File: src/hw/host_mem_pkg.sv
/* Sizes and limits shared by the host memory read adapter and its testbench.
   Modules import it inside their body and use scoped names in their port lists. */

package host_mem_pkg;

    // all addresses count lines and never bytes
    localparam int ADDR_W = 32;

    // one line of read data
    localparam int DATA_W = 32;

    // client read ID carried back on the r channel
    localparam int ID_W = 4;

    // length fields hold the number of lines minus one
    localparam int LEN_W = 4;

    // the number of reorder buffer slots is also the total number of read credits
    localparam int ROB_DEPTH = 16;
    localparam int TAG_W = 4;

    // host requests are limited to this many lines
    localparam int MAX_PIECE_LINES = 4;

    // a host request must not cross a page of this many lines
    localparam int PAGE_LINES = 16;

    // free-slot counter must reach ROB_DEPTH, so it is one bit wider than a tag
    localparam int CNT_W = 5;

endpackage

File: src/hw/burst_splitter.sv
/* Cuts client read bursts into host requests of at most MAX_PIECE_LINES lines
   that never cross a page. Holds one burst at a time and emits its pieces in order. */

`timescale 1ns/100ps

module burst_splitter
(
    input  logic                              clk,
    input  logic                              rst_n,

    input  logic                              ar_valid,
    output logic                              ar_ready,
    input  logic [host_mem_pkg::ADDR_W-1:0]   ar_addr,
    input  logic [host_mem_pkg::LEN_W-1:0]    ar_len,
    input  logic [host_mem_pkg::ID_W-1:0]     ar_id,

    output logic                              pc_valid,
    input  logic                              pc_ready,
    output logic [host_mem_pkg::ADDR_W-1:0]   pc_addr,
    output logic [host_mem_pkg::LEN_W-1:0]    pc_len,
    output logic [host_mem_pkg::ID_W-1:0]     pc_id,
    output logic                              pc_last
);

    import host_mem_pkg::*;

    // set while a burst is being cut into pieces
    logic                busy;

    // address and remaining line count of the current burst
    logic [ADDR_W-1:0]   cur_addr;
    logic [LEN_W:0]      rem_lines;
    logic [ID_W-1:0]     cur_id;

    // line counts are one bit wider than a length field so 16 fits
    logic [LEN_W:0]      page_off;
    logic [LEN_W:0]      page_left;
    logic [LEN_W:0]      piece_lines;

    assign ar_ready = !busy;
    assign pc_valid = busy;

    // lines left before the next page boundary run from 1 up to PAGE_LINES
    assign page_off = (LEN_W+1)'(cur_addr % PAGE_LINES);
    assign page_left = (LEN_W+1)'(PAGE_LINES) - page_off;

    // the piece is the smallest of the host limit, the burst remainder and the page remainder
    always_comb
    begin
        piece_lines = (LEN_W+1)'(MAX_PIECE_LINES);
        if (rem_lines < piece_lines)
            piece_lines = rem_lines;
        if (page_left < piece_lines)
            piece_lines = page_left;
    end

    assign pc_addr = cur_addr;
    assign pc_len = LEN_W'(piece_lines - (LEN_W+1)'(1));
    assign pc_id = cur_id;

    // this piece uses up everything that was left of the burst
    assign pc_last = (piece_lines == rem_lines);

    always_ff @(posedge clk)
    begin
        if (!rst_n)
        begin
            busy <= 1'b0;
        end
        else if (ar_valid && ar_ready)
        begin
            busy <= 1'b1;
        end
        else if (pc_valid && pc_ready && pc_last)
        begin
            // the final piece was taken so the next burst can be accepted
            busy <= 1'b0;
        end
    end

    // position and ID of the burst being cut
    always_ff @(posedge clk)
    begin
        if (ar_valid && ar_ready)
        begin
            cur_addr <= ar_addr;
            rem_lines <= (LEN_W+1)'(ar_len) + (LEN_W+1)'(1);
            cur_id <= ar_id;
        end
        else if (pc_valid && pc_ready)
        begin
            cur_addr <= cur_addr + ADDR_W'(piece_lines);
            rem_lines <= rem_lines - piece_lines;
        end
    end

endmodule

File: src/hw/rob_slot_alloc.sv
/* Reserves reorder buffer slots as credits for each piece and issues it as a host
   request tagged with its first slot. Strobes the allocation notice on each transfer. */

`timescale 1ns/100ps

module rob_slot_alloc
(
    input  logic                              clk,
    input  logic                              rst_n,

    input  logic                              pc_valid,
    output logic                              pc_ready,
    input  logic [host_mem_pkg::ADDR_W-1:0]   pc_addr,
    input  logic [host_mem_pkg::LEN_W-1:0]    pc_len,
    input  logic [host_mem_pkg::ID_W-1:0]     pc_id,
    input  logic                              pc_last,

    output logic                              mem_req_valid,
    input  logic                              mem_req_ready,
    output logic [host_mem_pkg::ADDR_W-1:0]   mem_req_addr,
    output logic [host_mem_pkg::LEN_W-1:0]    mem_req_len,
    output logic [host_mem_pkg::TAG_W-1:0]    mem_req_tag,

    output logic                              alloc_valid,
    output logic [host_mem_pkg::TAG_W-1:0]    alloc_tag,
    output logic [host_mem_pkg::LEN_W-1:0]    alloc_len,
    output logic [host_mem_pkg::ID_W-1:0]     alloc_id,
    output logic                              alloc_last,

    input  logic                              slot_free
);

    import host_mem_pkg::*;

    // next slot to hand out since slots are used in strict ring order
    logic [TAG_W-1:0]    alloc_ptr;

    // slots neither reserved nor holding an unretired line
    logic [CNT_W-1:0]    free_cnt;

    // registered piece waiting for the host
    logic [ID_W-1:0]     req_id;
    logic                req_last;

    logic [CNT_W-1:0]    pc_lines;
    logic                pc_take;
    logic                req_take;

    assign pc_lines = CNT_W'(pc_len) + CNT_W'(1);

    // the credit check lives only here and needs the whole piece to fit in the free slots.
    // the output register must also be empty or draining this cycle
    assign pc_ready = (!mem_req_valid || mem_req_ready) && (free_cnt >= pc_lines);

    assign pc_take = pc_valid && pc_ready;
    assign req_take = mem_req_valid && mem_req_ready;

    // the request's first line goes to the slot under the pointer
    assign mem_req_tag = alloc_ptr;

    // notice to the reorder buffer in the same cycle the host takes the request
    assign alloc_valid = req_take;
    assign alloc_tag = alloc_ptr;
    assign alloc_len = mem_req_len;
    assign alloc_id = req_id;
    assign alloc_last = req_last;

    always_ff @(posedge clk)
    begin
        if (!rst_n)
        begin
            mem_req_valid <= 1'b0;
            alloc_ptr <= '0;
            free_cnt <= CNT_W'(ROB_DEPTH);
        end
        else
        begin
            if (pc_take)
                mem_req_valid <= 1'b1;
            else if (req_take)
                mem_req_valid <= 1'b0;

            // the pointer moves by the piece size once the request leaves
            if (req_take)
                alloc_ptr <= alloc_ptr + TAG_W'(mem_req_len) + TAG_W'(1);

            // credits are taken at acceptance and returned one per retired line
            free_cnt <= free_cnt - (pc_take ? pc_lines : '0) + CNT_W'(slot_free);
        end
    end

    always_ff @(posedge clk)
    begin
        if (pc_take)
        begin
            mem_req_addr <= pc_addr;
            mem_req_len <= pc_len;
            req_id <= pc_id;
            req_last <= pc_last;
        end
    end

endmodule

File: src/hw/read_rob.sv
/* Reorder buffer for host read lines. Lines land in the slot given by their tag and
   leave in slot order toward the client, freeing one credit per retired line. */

`timescale 1ns/100ps

module read_rob
(
    input  logic                              clk,
    input  logic                              rst_n,

    input  logic                              alloc_valid,
    input  logic [host_mem_pkg::TAG_W-1:0]    alloc_tag,
    input  logic [host_mem_pkg::LEN_W-1:0]    alloc_len,
    input  logic [host_mem_pkg::ID_W-1:0]     alloc_id,
    input  logic                              alloc_last,

    input  logic                              mem_rsp_valid,
    input  logic [host_mem_pkg::TAG_W-1:0]    mem_rsp_tag,
    input  logic [host_mem_pkg::DATA_W-1:0]   mem_rsp_data,

    output logic                              r_valid,
    input  logic                              r_ready,
    output logic [host_mem_pkg::DATA_W-1:0]   r_data,
    output logic [host_mem_pkg::ID_W-1:0]     r_id,
    output logic                              r_last,

    output logic                              slot_free
);

    import host_mem_pkg::*;

    // per slot payload that allocation and host responses write
    logic [DATA_W-1:0]      slot_data [ROB_DEPTH];
    logic [ID_W-1:0]        slot_id   [ROB_DEPTH];
    logic [ROB_DEPTH-1:0]   slot_last;

    // set when the host line has arrived, cleared when it is retired
    logic [ROB_DEPTH-1:0]   slot_filled;

    // oldest slot that has not yet gone to the client
    logic [TAG_W-1:0]       head;

    logic                   r_take;

    // the head slot is shown as soon as its line is present
    assign r_valid = slot_filled[head];
    assign r_data = slot_data[head];
    assign r_id = slot_id[head];
    assign r_last = slot_last[head];

    assign r_take = r_valid && r_ready;

    // each retired line hands one credit back to the allocator
    assign slot_free = r_take;

    always_ff @(posedge clk)
    begin
        if (!rst_n)
        begin
            slot_filled <= '0;
            head <= '0;
        end
        else
        begin
            if (r_take)
            begin
                slot_filled[head] <= 1'b0;
                head <= head + TAG_W'(1);
            end

            // a slot being retired is never the target of a new response,
            // since it is only reallocated after it is freed
            if (mem_rsp_valid)
                slot_filled[mem_rsp_tag] <= 1'b1;
        end
    end

    // record ID and burst end for every slot of a newly issued piece
    always_ff @(posedge clk)
    begin
        if (alloc_valid)
        begin
            for (int k = 0; k < MAX_PIECE_LINES; k++)
            begin
                if (LEN_W'(k) <= alloc_len)
                begin
                    slot_id[alloc_tag + TAG_W'(k)] <= alloc_id;
                    // only the final line of the final piece ends the client burst
                    slot_last[alloc_tag + TAG_W'(k)] <= alloc_last && (LEN_W'(k) == alloc_len);
                end
            end
        end
    end

    // host lines are stored by tag in whatever order they come back
    always_ff @(posedge clk)
    begin
        if (mem_rsp_valid)
            slot_data[mem_rsp_tag] <= mem_rsp_data;
    end

endmodule

File: src/hw/host_mem_rd_adapter.sv
/* Read path adapter between an AXI-style client and a host memory port.
   Splits bursts, allocates reorder credits and returns lines to the client in order. */

`timescale 1ns/100ps

module host_mem_rd_adapter
(
    input  logic                              clk,
    input  logic                              rst_n,

    // client read requests
    input  logic                              ar_valid,
    output logic                              ar_ready,
    input  logic [host_mem_pkg::ADDR_W-1:0]   ar_addr,
    input  logic [host_mem_pkg::LEN_W-1:0]    ar_len,
    input  logic [host_mem_pkg::ID_W-1:0]     ar_id,

    // host requests, tagged with the first reorder slot
    output logic                              mem_req_valid,
    input  logic                              mem_req_ready,
    output logic [host_mem_pkg::ADDR_W-1:0]   mem_req_addr,
    output logic [host_mem_pkg::LEN_W-1:0]    mem_req_len,
    output logic [host_mem_pkg::TAG_W-1:0]    mem_req_tag,

    // host responses have no back-pressure
    input  logic                              mem_rsp_valid,
    input  logic [host_mem_pkg::TAG_W-1:0]    mem_rsp_tag,
    input  logic [host_mem_pkg::DATA_W-1:0]   mem_rsp_data,

    // client read data in request order
    output logic                              r_valid,
    input  logic                              r_ready,
    output logic [host_mem_pkg::DATA_W-1:0]   r_data,
    output logic [host_mem_pkg::ID_W-1:0]     r_id,
    output logic                              r_last
);

    import host_mem_pkg::*;

    // pieces from the splitter
    logic                pc_valid;
    logic                pc_ready;
    logic [ADDR_W-1:0]   pc_addr;
    logic [LEN_W-1:0]    pc_len;
    logic [ID_W-1:0]     pc_id;
    logic                pc_last;

    // allocation notice and credit return
    logic                alloc_valid;
    logic [TAG_W-1:0]    alloc_tag;
    logic [LEN_W-1:0]    alloc_len;
    logic [ID_W-1:0]     alloc_id;
    logic                alloc_last;
    logic                slot_free;

    burst_splitter splitter_i
    (
        .clk,
        .rst_n,
        .ar_valid,
        .ar_ready,
        .ar_addr,
        .ar_len,
        .ar_id,
        .pc_valid,
        .pc_ready,
        .pc_addr,
        .pc_len,
        .pc_id,
        .pc_last
    );

    rob_slot_alloc alloc_i
    (
        .clk,
        .rst_n,
        .pc_valid,
        .pc_ready,
        .pc_addr,
        .pc_len,
        .pc_id,
        .pc_last,
        .mem_req_valid,
        .mem_req_ready,
        .mem_req_addr,
        .mem_req_len,
        .mem_req_tag,
        .alloc_valid,
        .alloc_tag,
        .alloc_len,
        .alloc_id,
        .alloc_last,
        .slot_free
    );

    read_rob rob_i
    (
        .clk,
        .rst_n,
        .alloc_valid,
        .alloc_tag,
        .alloc_len,
        .alloc_id,
        .alloc_last,
        .mem_rsp_valid,
        .mem_rsp_tag,
        .mem_rsp_data,
        .r_valid,
        .r_ready,
        .r_data,
        .r_id,
        .r_last,
        .slot_free
    );

endmodule

File: config.mk
export PLATFORM = sky130hd
export DESIGN_NAME = host_mem_rd_adapter
export DESIGN_NICKNAME = d
export VERILOG_FILES = /design/src/hw/host_mem_pkg.sv /design/src/hw/burst_splitter.sv /design/src/hw/rob_slot_alloc.sv /design/src/hw/read_rob.sv /design/src/hw/host_mem_rd_adapter.sv
export SDC_FILE = /design/constraint.sdc
export NUM_CORES = 1
export LEC_CHECK = 0
export ABC_CLOCK_PERIOD_IN_PS = 8300
export BUFFER_PORTS_ARGS = -buffer_cell sky130_fd_sc_hd__buf_2
export CAP_MARGIN = 25
export CORE_MARGIN = 10
export CORE_UTILIZATION = 55
export DETAILED_ROUTE_END_ITERATION = 12
export PLACE_DENSITY_LB_ADDON = 0.2
export SYNTH_ARGS = -nofsm -noshare
export SYNTH_HDL_FRONTEND = slang
export SYNTH_SLANG_ARGS = --single-unit
File: constraint.sdc
create_clock -name clk -period 8.3 [get_ports clk]
set_clock_uncertainty 0.05 [all_clocks]
set_input_delay 1.245 -clock clk [delete_from_list [all_inputs] [get_ports clk]]
set_output_delay 1.245 -clock clk [all_outputs]
set_load 0.1 [all_outputs]
# Yosys cells after proc, flatten, opt, wreduce, memory -nomap -nowiden
# Memories as Yosys holds them, arrays and structs flattened. A register that Yosys moved wholly into a read port is not among the register bits.
# Index checks and enable logic that the tools add are counted.
# totals
ramBits	576
wordCells	138
mem_count	2
out_inout_bits	80
inputBits	82
ff_bits	129
# mem_list
memory	depth	width	rd	rd_ports_with_merged_regs	wr	line_no	text
rob_i.slot_data	16	32	1	1	1	read_rob.sv:33	logic [DATA_W-1:0] slot_data [ROB_DEPTH];
rob_i.slot_id	16	4	1	1	4	read_rob.sv:34	logic [ID_W-1:0] slot_id [ROB_DEPTH];
# op_classes
magnitude_cmp	19
eq_ne	4
bitwise	3
add_sub_neg	14
muxes	59
n_reduce_logical	23
# op_table
cell	n
16-bit two-way mux	10
16-bit bitwise mux	4
32-bit two-way mux	2
32-bit by 5-bit adder with 32-bit output	1
4-bit by 5-bit < comparator with 1-bit output, second input constant	6
1-bit two-way mux	26
5-bit two-way mux	5
1-bit demux with 4-bit select	6
4-bit by 1-bit greater-or-equal comparator with 1-bit output, second input constant	6
16-bit bitwise AND	1
1-bit logical AND	16
4-bit two-way mux	4
16-bit NOT	1
16-bit bitwise OR	1
4-bit by 1-bit adder with 4-bit output, second input constant	3
4-bit by 1-bit adder with 5-bit output, second input constant	2
5-bit subtractor	2
4-bit by 2-bit adder with 4-bit output, second input constant	2
1-bit binary-select mux with 4-bit select	2
2-bit by 4-bit equality test with 1-bit output, first input constant	2
1-bit by 4-bit <= comparator with 1-bit output, first input constant	2
2-bit by 4-bit <= comparator with 1-bit output, first input constant	2
2-bit nonzero test	3
5-bit by 1-bit adder with 5-bit output	1
other kinds (11)	12

# Depth between registers and ports, before layout
# Gate-level depths: netlist of run 1.
# logic_depth
word_depth	15
mapped_depth	32
mapped_depth_nobuf	31

# By module
# A second synthesis of run 1 with hierarchy kept.
# hier_totals
hier_cells	1684
hier_area_um2	30110.1
# by_module_without_submodules
module	seq_area_each_um2	cells_per_inst	instances	area_each_um2
read_rob	18257.5	1244	1	25024.0
burst_splitter	1251.2	299	1	2932.8
rob_slot_alloc	1431.4	141	1	2153.3

# Worst setup path after synthesis of run 1
# OpenSTA, ideal clock, no wires.
# synth_path
kind	flip-flop to flip-flop
from	reg splitter_i.cur_addr[0] (netlist: splitter_i.pc_addr[0])
to	reg alloc_i.free_cnt[4]
stages_incl_launch_ff	32
synth_period_minus_slack_ns	6.431
required_time_ns	8.127
arrival_time_ns	6.258
setup_slack_ns	1.869
setup_time_ns	0.123
n_path_buf	1
path_cell_list	edfxtp_1 -> inv_1 -> ha_1 -> xor2_1 -> inv_1 -> ha_1 -> a41o_1 -> a21oi_2 -> and2_1 -> buf_6 -> a21o_1 -> inv_1 -> ha_1 -> inv_1 -> xnor2_1 -> a22oi_2 -> xnor2_1 -> ha_1 -> o2111ai_1 -> o22ai_1 -> nand2_1 -> inv_1 -> nand2_1 -> ha_1 -> inv_1 -> fa_1 -> inv_1 -> a21o_1 -> a21oi_1 -> xnor2_1 -> nand2b_1 -> mux2_1
# synth_between
elab_chain_len	11
# synth_rtl
item	line_no	text
from (decl)	burst_splitter.sv:31	logic [ADDR_W-1:0] cur_addr;
from (signal assigned)	burst_splitter.sv:86	cur_addr <= ar_addr;
from (signal assigned)	burst_splitter.sv:92	cur_addr <= cur_addr + ADDR_W'(piece_lines);
5-bit by 4-bit subtractor with 5-bit output *	burst_splitter.sv:45	assign page_left = (LEN_W+1)'(PAGE_LINES) - page_off;
5-bit < comparator	burst_splitter.sv:53	if (page_left < piece_lines)
5-bit two-way mux *	burst_splitter.sv:53	
4-bit by 1-bit subtractor with 4-bit output *	burst_splitter.sv:58	assign pc_len = LEN_W'(piece_lines - (LEN_W+1)'(1));
4-bit by 1-bit adder with 5-bit output *	rob_slot_alloc.sv:49	assign pc_lines = CNT_W'(pc_len) + CNT_W'(1);
5-bit greater-or-equal comparator *	rob_slot_alloc.sv:53	assign pc_ready = (!mem_req_valid || mem_req_ready) && (free_cnt >= pc_lines);
1-bit logical AND *	rob_slot_alloc.sv:53	
1-bit logical AND *	rob_slot_alloc.sv:55	assign pc_take = pc_valid && pc_ready;
named net alloc_i.pc_take	rob_slot_alloc.sv:46	logic pc_take;
5-bit two-way mux *	rob_slot_alloc.sv:88	free_cnt <= free_cnt - (pc_take ? pc_lines : '0) + CNT_W'(slot_free);
5-bit subtractor *	rob_slot_alloc.sv:88	
5-bit by 1-bit adder with 5-bit output *	rob_slot_alloc.sv:88	
to (signal assigned)	rob_slot_alloc.sv:74	free_cnt <= CNT_W'(ROB_DEPTH);
to (signal assigned)	rob_slot_alloc.sv:88	
to (decl)	rob_slot_alloc.sv:39	logic [CNT_W-1:0] free_cnt;
# The timed path passes the listed nets; every way through them passes the cells marked *.
# A chain may end at the register's enable or synchronous reset.

# Worst setup path in the final report of run 1
# Ends and elaborated chain as after synthesis.

==> results of run 1 <==
==> critical path, delay by kind of cell, from the launching register on <==
family,cells,cell delay (ns)
compound gates,8,1.30
xor+xnor,4,0.74
fa+ha+maj,6,1.78
buf+inv,7,0.94
flops,1,0.46
mux,1,0.30
simple gates,4,0.76
==> where the power goes <==
part	leakage (nW)	total (mW)	switching, mW	internal (mW)
registers	6.42	4.64	0.250	4.39
logic	3.28	2.69	1.87	0.821
clock network	1.14	3.20	1.36	1.84
==> layer usage <==
layer  global-route usage  routed length, um  up-vias
li1                     -                  -     6911
met1                0.271              26200     8120
met2                0.354              33300      598
met3               0.0416               4570      145
met4               0.0706               1800        2
met5                    0                 13        -
==> kinds of logic after synthesis <==
kind of cell | after synthesis
AO/OA/AOI/OAI | 183
XOR/XNOR | 56
adder cells (fa/ha/maj) | 43
buffers and inverters | 108
flip-flops | 709
multiplexers | 195
other | 1
AND/OR/NAND/NOR | 325
==> placed cells by master, fill, tap and decap left out, types with 10 or more instances in the layout <==
| cell | instances |
|---|---|
| nand2_1 | 138 |
| xor2_1 | 24 |
| buf_4 | 22 |
| nand4_1 | 11 |
| clkbuf_1 | 11 |
| a21o_1 | 13 |
| dfxtp_1 | 31 |
| nor2_4 | 12 |
| nor2_1 | 51 |
| inv_1 | 33 |
| clkinv_1 | 14 |
| nor2b_1 | 21 |
| clkbuf_16 | 75 |
| a21oi_1 | 44 |
| a31oi_1 | 19 |
| edfxtp_1 | 674 |
| xnor2_1 | 32 |
| mux4_2 | 190 |
| o21ai_0 | 50 |
| nand3_1 | 26 |
| and2_1 | 15 |
| nor3_1 | 10 |
| clkinv_2 | 15 |
| buf_2 | 161 |
| ha_1 | 38 |
==> state kept, by name, summed over array words and instances, names as in the netlist, named ones only <==
name,cells
alloc_i.alloc_id,4
alloc_i.mem_req_addr,32
rob_i.slot_last,16
alloc_i.alloc_last,1
alloc_i.mem_req_valid,1
alloc_i.alloc_len,4
alloc_i.free_cnt,5
rob_i.slot_id,64
alloc_i.alloc_tag,4
rob_i.head,4
splitter_i.pc_valid,1
rob_i.slot_filled,16
splitter_i.pc_id,4
splitter_i.rem_lines,5
splitter_i.pc_addr,32
rob_i.slot_data,512
==> worst paths after layout <==
path | from | endpoint | slack, ns | depth (start not counted)
min | splitter_i.pc_id[2] | alloc_i.alloc_id[2] | 0.38 | 0
min reg2reg | splitter_i.pc_id[2] | alloc_i.alloc_id[2] | 0.38 | 0
max reg2reg | splitter_i.pc_addr[0] | alloc_i.free_cnt[4] | 1.85 | 30
max | splitter_i.pc_addr[0] | alloc_i.free_cnt[4] | 1.85 | 30
==> layout make-up <==
class / count / area [um2]
Fill cell: 3737 / 19300
Clock buffer: 87 / 1930
Clock inverter: 46 / 419
Timing Repair Buffer: 185 / 1010
Tap cell: 688 / 861
Multi-Input combinational cell: 804 / 8240
Inverter: 35 / 131
Antenna cell: 3 / 7.51
Sequential cell: 709 / 21000
==> flow_metrics.py, run 1 <==
metrics = {
    "cts": {
        "clock_latency_ns": 0.60,
        "cts_buffers": 72,
        "clkTransAtPathRegs_ns": 0.06,
        "cts_root_buf": "clkbuf_16",
        "htreeDepth": 3,
        "postCtsSetupBuffers": 0,
        "ctsResizeCount": 0,
        "cts_max_path_buffers": 3,
        "cts_tree": "built",
        "clock-sinks": 709,
        "ctsHoldBuffers": 0,
    },
    "logic_synthesis": {
        "synth-edff-count": 674,
        "yosysWarningCount": 0,
        "yosys.area_share.xor_xnor": 0.0166,
        "synth.most_common_cell": "edfxtp_1",
        "synth_cells": 1620,
        "synthTopCellsByCount": "674 x edfxtp_1, 190 x mux4_2, 138 x nand2_1",
        "ys_seq_elements": 709,
        "ys_seq_area_frac": 0.710,
        "yosysTopAreaCell": "edfxtp_1",
        "synthArstFlopShare": 0,
        "synth_area_leaders": "edfxtp_1 69%, mux4_2 15%, dfxtp_1 2.4%",
        "synth_cell_types": 68,
        "synth_compound_area_frac": 0.0409,
        "synthSimpleGateAreaFrac": 0.0519,
        "synth_top_area_frac": 0.686,
        "avgSynthCellArea_um2": 18.2,
        "synthFlopType": "edfxtp_1",
        "synth_top_family_by_area": "multiplexers",
        "syn_area_mm2": 0.0295,
        "muxShareOfSynthArea": 0.147,
        "synthAdderAreaFrac": 0.0192,
    },
    "layout": {
        "drive_above_1_share": 0.278,
        "instances_no_fill": 2557,
        "area_growth_pct": 13.8,
        "fin_area_mm2": 0.0336,
        "layout.nets": 1931,
        "fin_util": 0.635,
    },
    "sta": {
        "maxSlewHeadroom": 0.327,
        "finalCritPeriodShare": 0.777,
        "layout_setup_ws_ns": 1.85,
        "hold_violations": 0,
        "finalSetupViolations": 0,
        "finalCriticalPeriod_ns": 6.45,
        "tightest_slew_ns": 1.01,
        "timing.hold.ws_ns": 0.379,
        "fmaxAchievable_mhz": 155,
        "final_max_slew_viol_count": 0,
        "rsz0062_at_grt": "no",
        "tns_ns": 0,
    },
    "setup_path": {
        "cp_slowest_stage_delay_ns": 0.46,
        "cp-start-kind": "register",
        "required_ns": 8.74,
        "path_max_fanout": 12,
        "crit_path_end_kind": "register",
        "arrival_ns": 6.90,
        "critical_path_class": "register to register",
        "cp_slowest_cell": "edfxtp_1",
        "crit_top_cell": "inv_1",
    },
    "power_and_ir_drop": {
        "power_leakage_nw": 10.9,
        "finalPower_mw": 10.5,
        "powerDensity_mw_per_mm2": 314,
        "ir_worst_vdd_mv": 0.341,
    },
    "floorplanning": {
        "ios": 162,
        "initial_utilization": 0.558,
        "rows": 84,
        "core_mm2": 0.0529,
        "dieArea_mm2": 0.0633,
        "dieWidth_um": 252,
        "die_h_um": 252,
    },
    "grt": {
        "grt_max_degree": 145,
        "antenna_found_initial": 3,
        "track_usage": 0.210,
        "grt_first_pass_wirelength_um": 100000,
        "grt.overflow.total": 0,
        "grt_pass1_vias": 16404,
    },
    "place": {
        "hpwl_um": 37600,
        "dp.cells": 2421,
        "port_buffers": 161,
        "placed_area_mm2": 0.0312,
        "gp_congestion": 0.854,
        "place_worst_setup_slack_ns": 1.87,
    },
    "routing": {
        "drc_errors": 0,
        "vias_per_cell": 6.17,
        "dr.pass1.iters": 6,
        "drtIter0Drc": 1508,
        "wl_per_cell_um": 25.8,
        "ant_nets": 0,
        "num_vias": 15776,
        "wirelength_um": 66000,
    },
    "job": {
        "maxCapViolCount": 0,
    },
    "status": {
        "status": "complete, no violations",
    },
    "min_path": {
        "hold_class": "register to register",
    },
}
Power figures use the tool's default switching activity.
==> run 2, diff against run 1 <==
--- a/config.mk
+++ b/config.mk
@@ -5,7 +5,8 @@
 export SDC_FILE = /design/constraint.sdc
 export NUM_CORES = 1
 export LEC_CHECK = 0
-export ABC_CLOCK_PERIOD_IN_PS = 8300
+export ABC_AREA = 1
+export ABC_CLOCK_PERIOD_IN_PS = 5400
 export BUFFER_PORTS_ARGS = -buffer_cell sky130_fd_sc_hd__buf_2
 export CAP_MARGIN = 25
 export CORE_MARGIN = 10
==> constraint.sdc (replaced) <==
create_clock -name clk -period 5.4 [get_ports clk]
set_clock_uncertainty 0.05 [all_clocks]
set_input_delay 0.81 -clock clk [delete_from_list [all_inputs] [get_ports clk]]
set_output_delay 0.81 -clock clk [all_outputs]
set_load 0.1 [all_outputs]
==> flow_metrics.py, run 2 <==
metrics = {
    "logic_synthesis": {
        "synthArstFlopShare": 0,
        "syn_area_mm2": 0.0312,
        "synthTopCellsByCount": "674 x edfxtp_1, 315 x nand2_1, 257 x o21ai_0",
        "ys_seq_elements": 709,
        "synth_cell_types": 49,
        "yosysWarningCount": 0,
        "avgSynthCellArea_um2": 12.1,
        "synth.most_common_cell": "edfxtp_1",
        "yosysTopAreaCell": "edfxtp_1",
        "synth-edff-count": 674,
        "synth_area_leaders": "edfxtp_1 65%, mux2i_1 4.6%, o21ai_0 4.1%",
        "synth_cells": 2581,
        "synth_top_area_frac": 0.648,
        "ys_seq_area_frac": 0.671,
        "synthFlopType": "edfxtp_1",
    },
    "setup_path": {
        "arrival_ns": 5.73,
        "path_max_fanout": 5,
        "required_ns": 5.83,
        "path_delay_family": "simple AND/OR/NAND/NOR gates",
        "cp_slowest_stage_delay_ns": 0.44,
        "crit_path_end_kind": "register",
        "critPathBufInv": 8,
        "cp_slowest_cell": "edfxtp_1",
        "crit_top_cell": "nand2_2",
        "critical_path_class": "register to register",
        "cp-start-kind": "register",
    },
    "sta": {
        "fmaxAchievable_mhz": 189,
        "hold_violations": 0,
        "finalCriticalPeriod_ns": 5.30,
        "maxSlewHeadroom": 0.284,
        "timing.hold.ws_ns": 0.328,
        "tightest_slew_ns": 1.07,
        "finalSetupViolations": 0,
        "final_max_slew_viol_count": 0,
        "layout_setup_ws_ns": 0.100,
        "finalCritPeriodShare": 0.981,
    },
    "grt": {
        "grt_first_pass_wirelength_um": 118000,
        "track_usage": 0.227,
        "grt_pass1_vias": 20461,
        "grt.overflow.total": 0,
        "antenna_found_initial": 8,
        "grt_max_degree": 88,
    },
    "cts": {
        "clock-sinks": 709,
        "cts_tree": "built",
        "cts_max_path_buffers": 3,
        "clkTransAtPathRegs_ns": 0.06,
        "clock_latency_ns": 0.61,
        "cts_root_buf": "clkbuf_16",
        "ctsHoldBuffers": 0,
        "htreeDepth": 3,
        "cts_buffers": 74,
    },
    "floorplanning": {
        "dieWidth_um": 258,
        "die_h_um": 258,
        "rows": 87,
        "initial_utilization": 0.555,
        "core_mm2": 0.0563,
        "dieArea_mm2": 0.0667,
        "ios": 162,
    },
    "layout": {
        "layout.nets": 2886,
        "layout_commonest_cell": "edfxtp_1",
        "drive_above_1_share": 0.158,
        "largest-register": "rob_i.slot_data",
        "nFillCells": 4274,
        "final_cell_mix": "674 x edfxtp_1, 305 x nand2_1, 257 x o21ai_0, 250 x inv_1, 199 x a21oi_1",
        "largest_reg_flops": 512,
        "fin_area_mm2": 0.0359,
        "area_growth_pct": 14.9,
        "largestRegisters": "rob_i.slot_data: 512 flops, rob_i.slot_id: 64 flops",
        "multi_input_area_mm2": 0.00902,
        "layout.area.seq_mm2": 0.0210,
    },
    "place": {
        "placed_area_mm2": 0.0331,
        "hpwl_um": 46700,
        "port_buffers": 161,
        "place_worst_setup_slack_ns": 0.00633,
        "gp_congestion": 0.907,
    },
    "routing": {
        "ant_nets": 0,
        "num_vias": 20924,
        "wl_per_cell_um": 21.9,
        "wirelength_um": 78500,
        "dr.pass1.iters": 6,
        "drc_errors": 0,
        "drtIter0Drc": 2128,
        "vias_per_cell": 5.84,
    },
    "power_and_ir_drop": {
        "powerDensity_mw_per_mm2": 455,
        "power_leakage_nw": 12.6,
        "ir_worst_vdd_mv": 0.471,
    },
    "job": {
        "maxCapViolCount": 0,
    },
    "status": {
        "status": "complete, no violations",
    },
    "min_path": {
        "hold_class": "primary input to register",
    },
}
==> run 2: path summary, 6_finish.rpt <==
kind,startpoint,end,slack (ns),depth (start not counted)
worst min register to register,splitter_i.pc_id[3],alloc_i.alloc_id[3],0.38,0
worst max-delay path,splitter_i.pc_addr[1],alloc_i.free_cnt[4],0.10,34
worst max register to register,splitter_i.pc_addr[1],alloc_i.free_cnt[4],0.10,34
worst min-delay path,ar_id[0],splitter_i.pc_id[0],0.33,1
==> run 2: timing repair <==
action / CTS / global route
pin swaps: 2 / 23
gates resized for setup: 1 / 34
endpoints found under the setup margin: 1 / 3
buffers inserted: 2 / 16
==> run 2: final cells by class <==
type,count,share of cell area
Clock inverter,44,0.0129
Inverter,276,0.0291
Timing Repair Buffer,226,0.0410
Multi-Input combinational cell,1475,0.251
Sequential cell,709,0.584
Antenna cell,3,0.000209
Clock buffer,93,0.0551
Tap cell,756,0.0264
==> run 2: logic make-up after synthesis <==
| kind of cell | synth area share |
|---|---|
| simple gates | 0.0800 |
| flops | 0.671 |
| buf+inv | 0.0513 |
| mux | 0.0465 |
| compound gates | 0.125 |
| other cells | 0.000120 |
| xor+xnor | 0.00842 |
| fa+ha+maj | 0.0178 |
==> run 2: per-layer routing <==
layer  part of all wire  vias up  track usage
li1                   -     9737            -
met1               0.41    10281        0.301
met2               0.49      760        0.370
met3              0.076      136       0.0457
met4              0.023       10       0.0789
met5            0.00097        -            0
==> run 2: report_power, final <==
| group | internal [mW] | switching (mW) | total [mW] |
|---|---|---|---|
| clock network | 3.00 | 2.10 | 5.10 |
| registers | 6.56 | 0.308 | 6.87 |
| logic | 1.36 | 3.00 | 4.36 |
==> run 2: metrics by stage <==
step / instances / utilization / setup TNS (ns) / total power, mW
floorplan: 2582 / - / 0 / 9.83
global route: 3580 / 0.638 / -0.147 / 17.1
finish: 3582 / 0.638 / 0 / 16.3
detailed placement: 3423 / 0.588 / 0 / 10.8
global placement: 3416 / 0.585 / 0 / 10.7
CTS: 3562 / 0.632 / 0 / 16.0
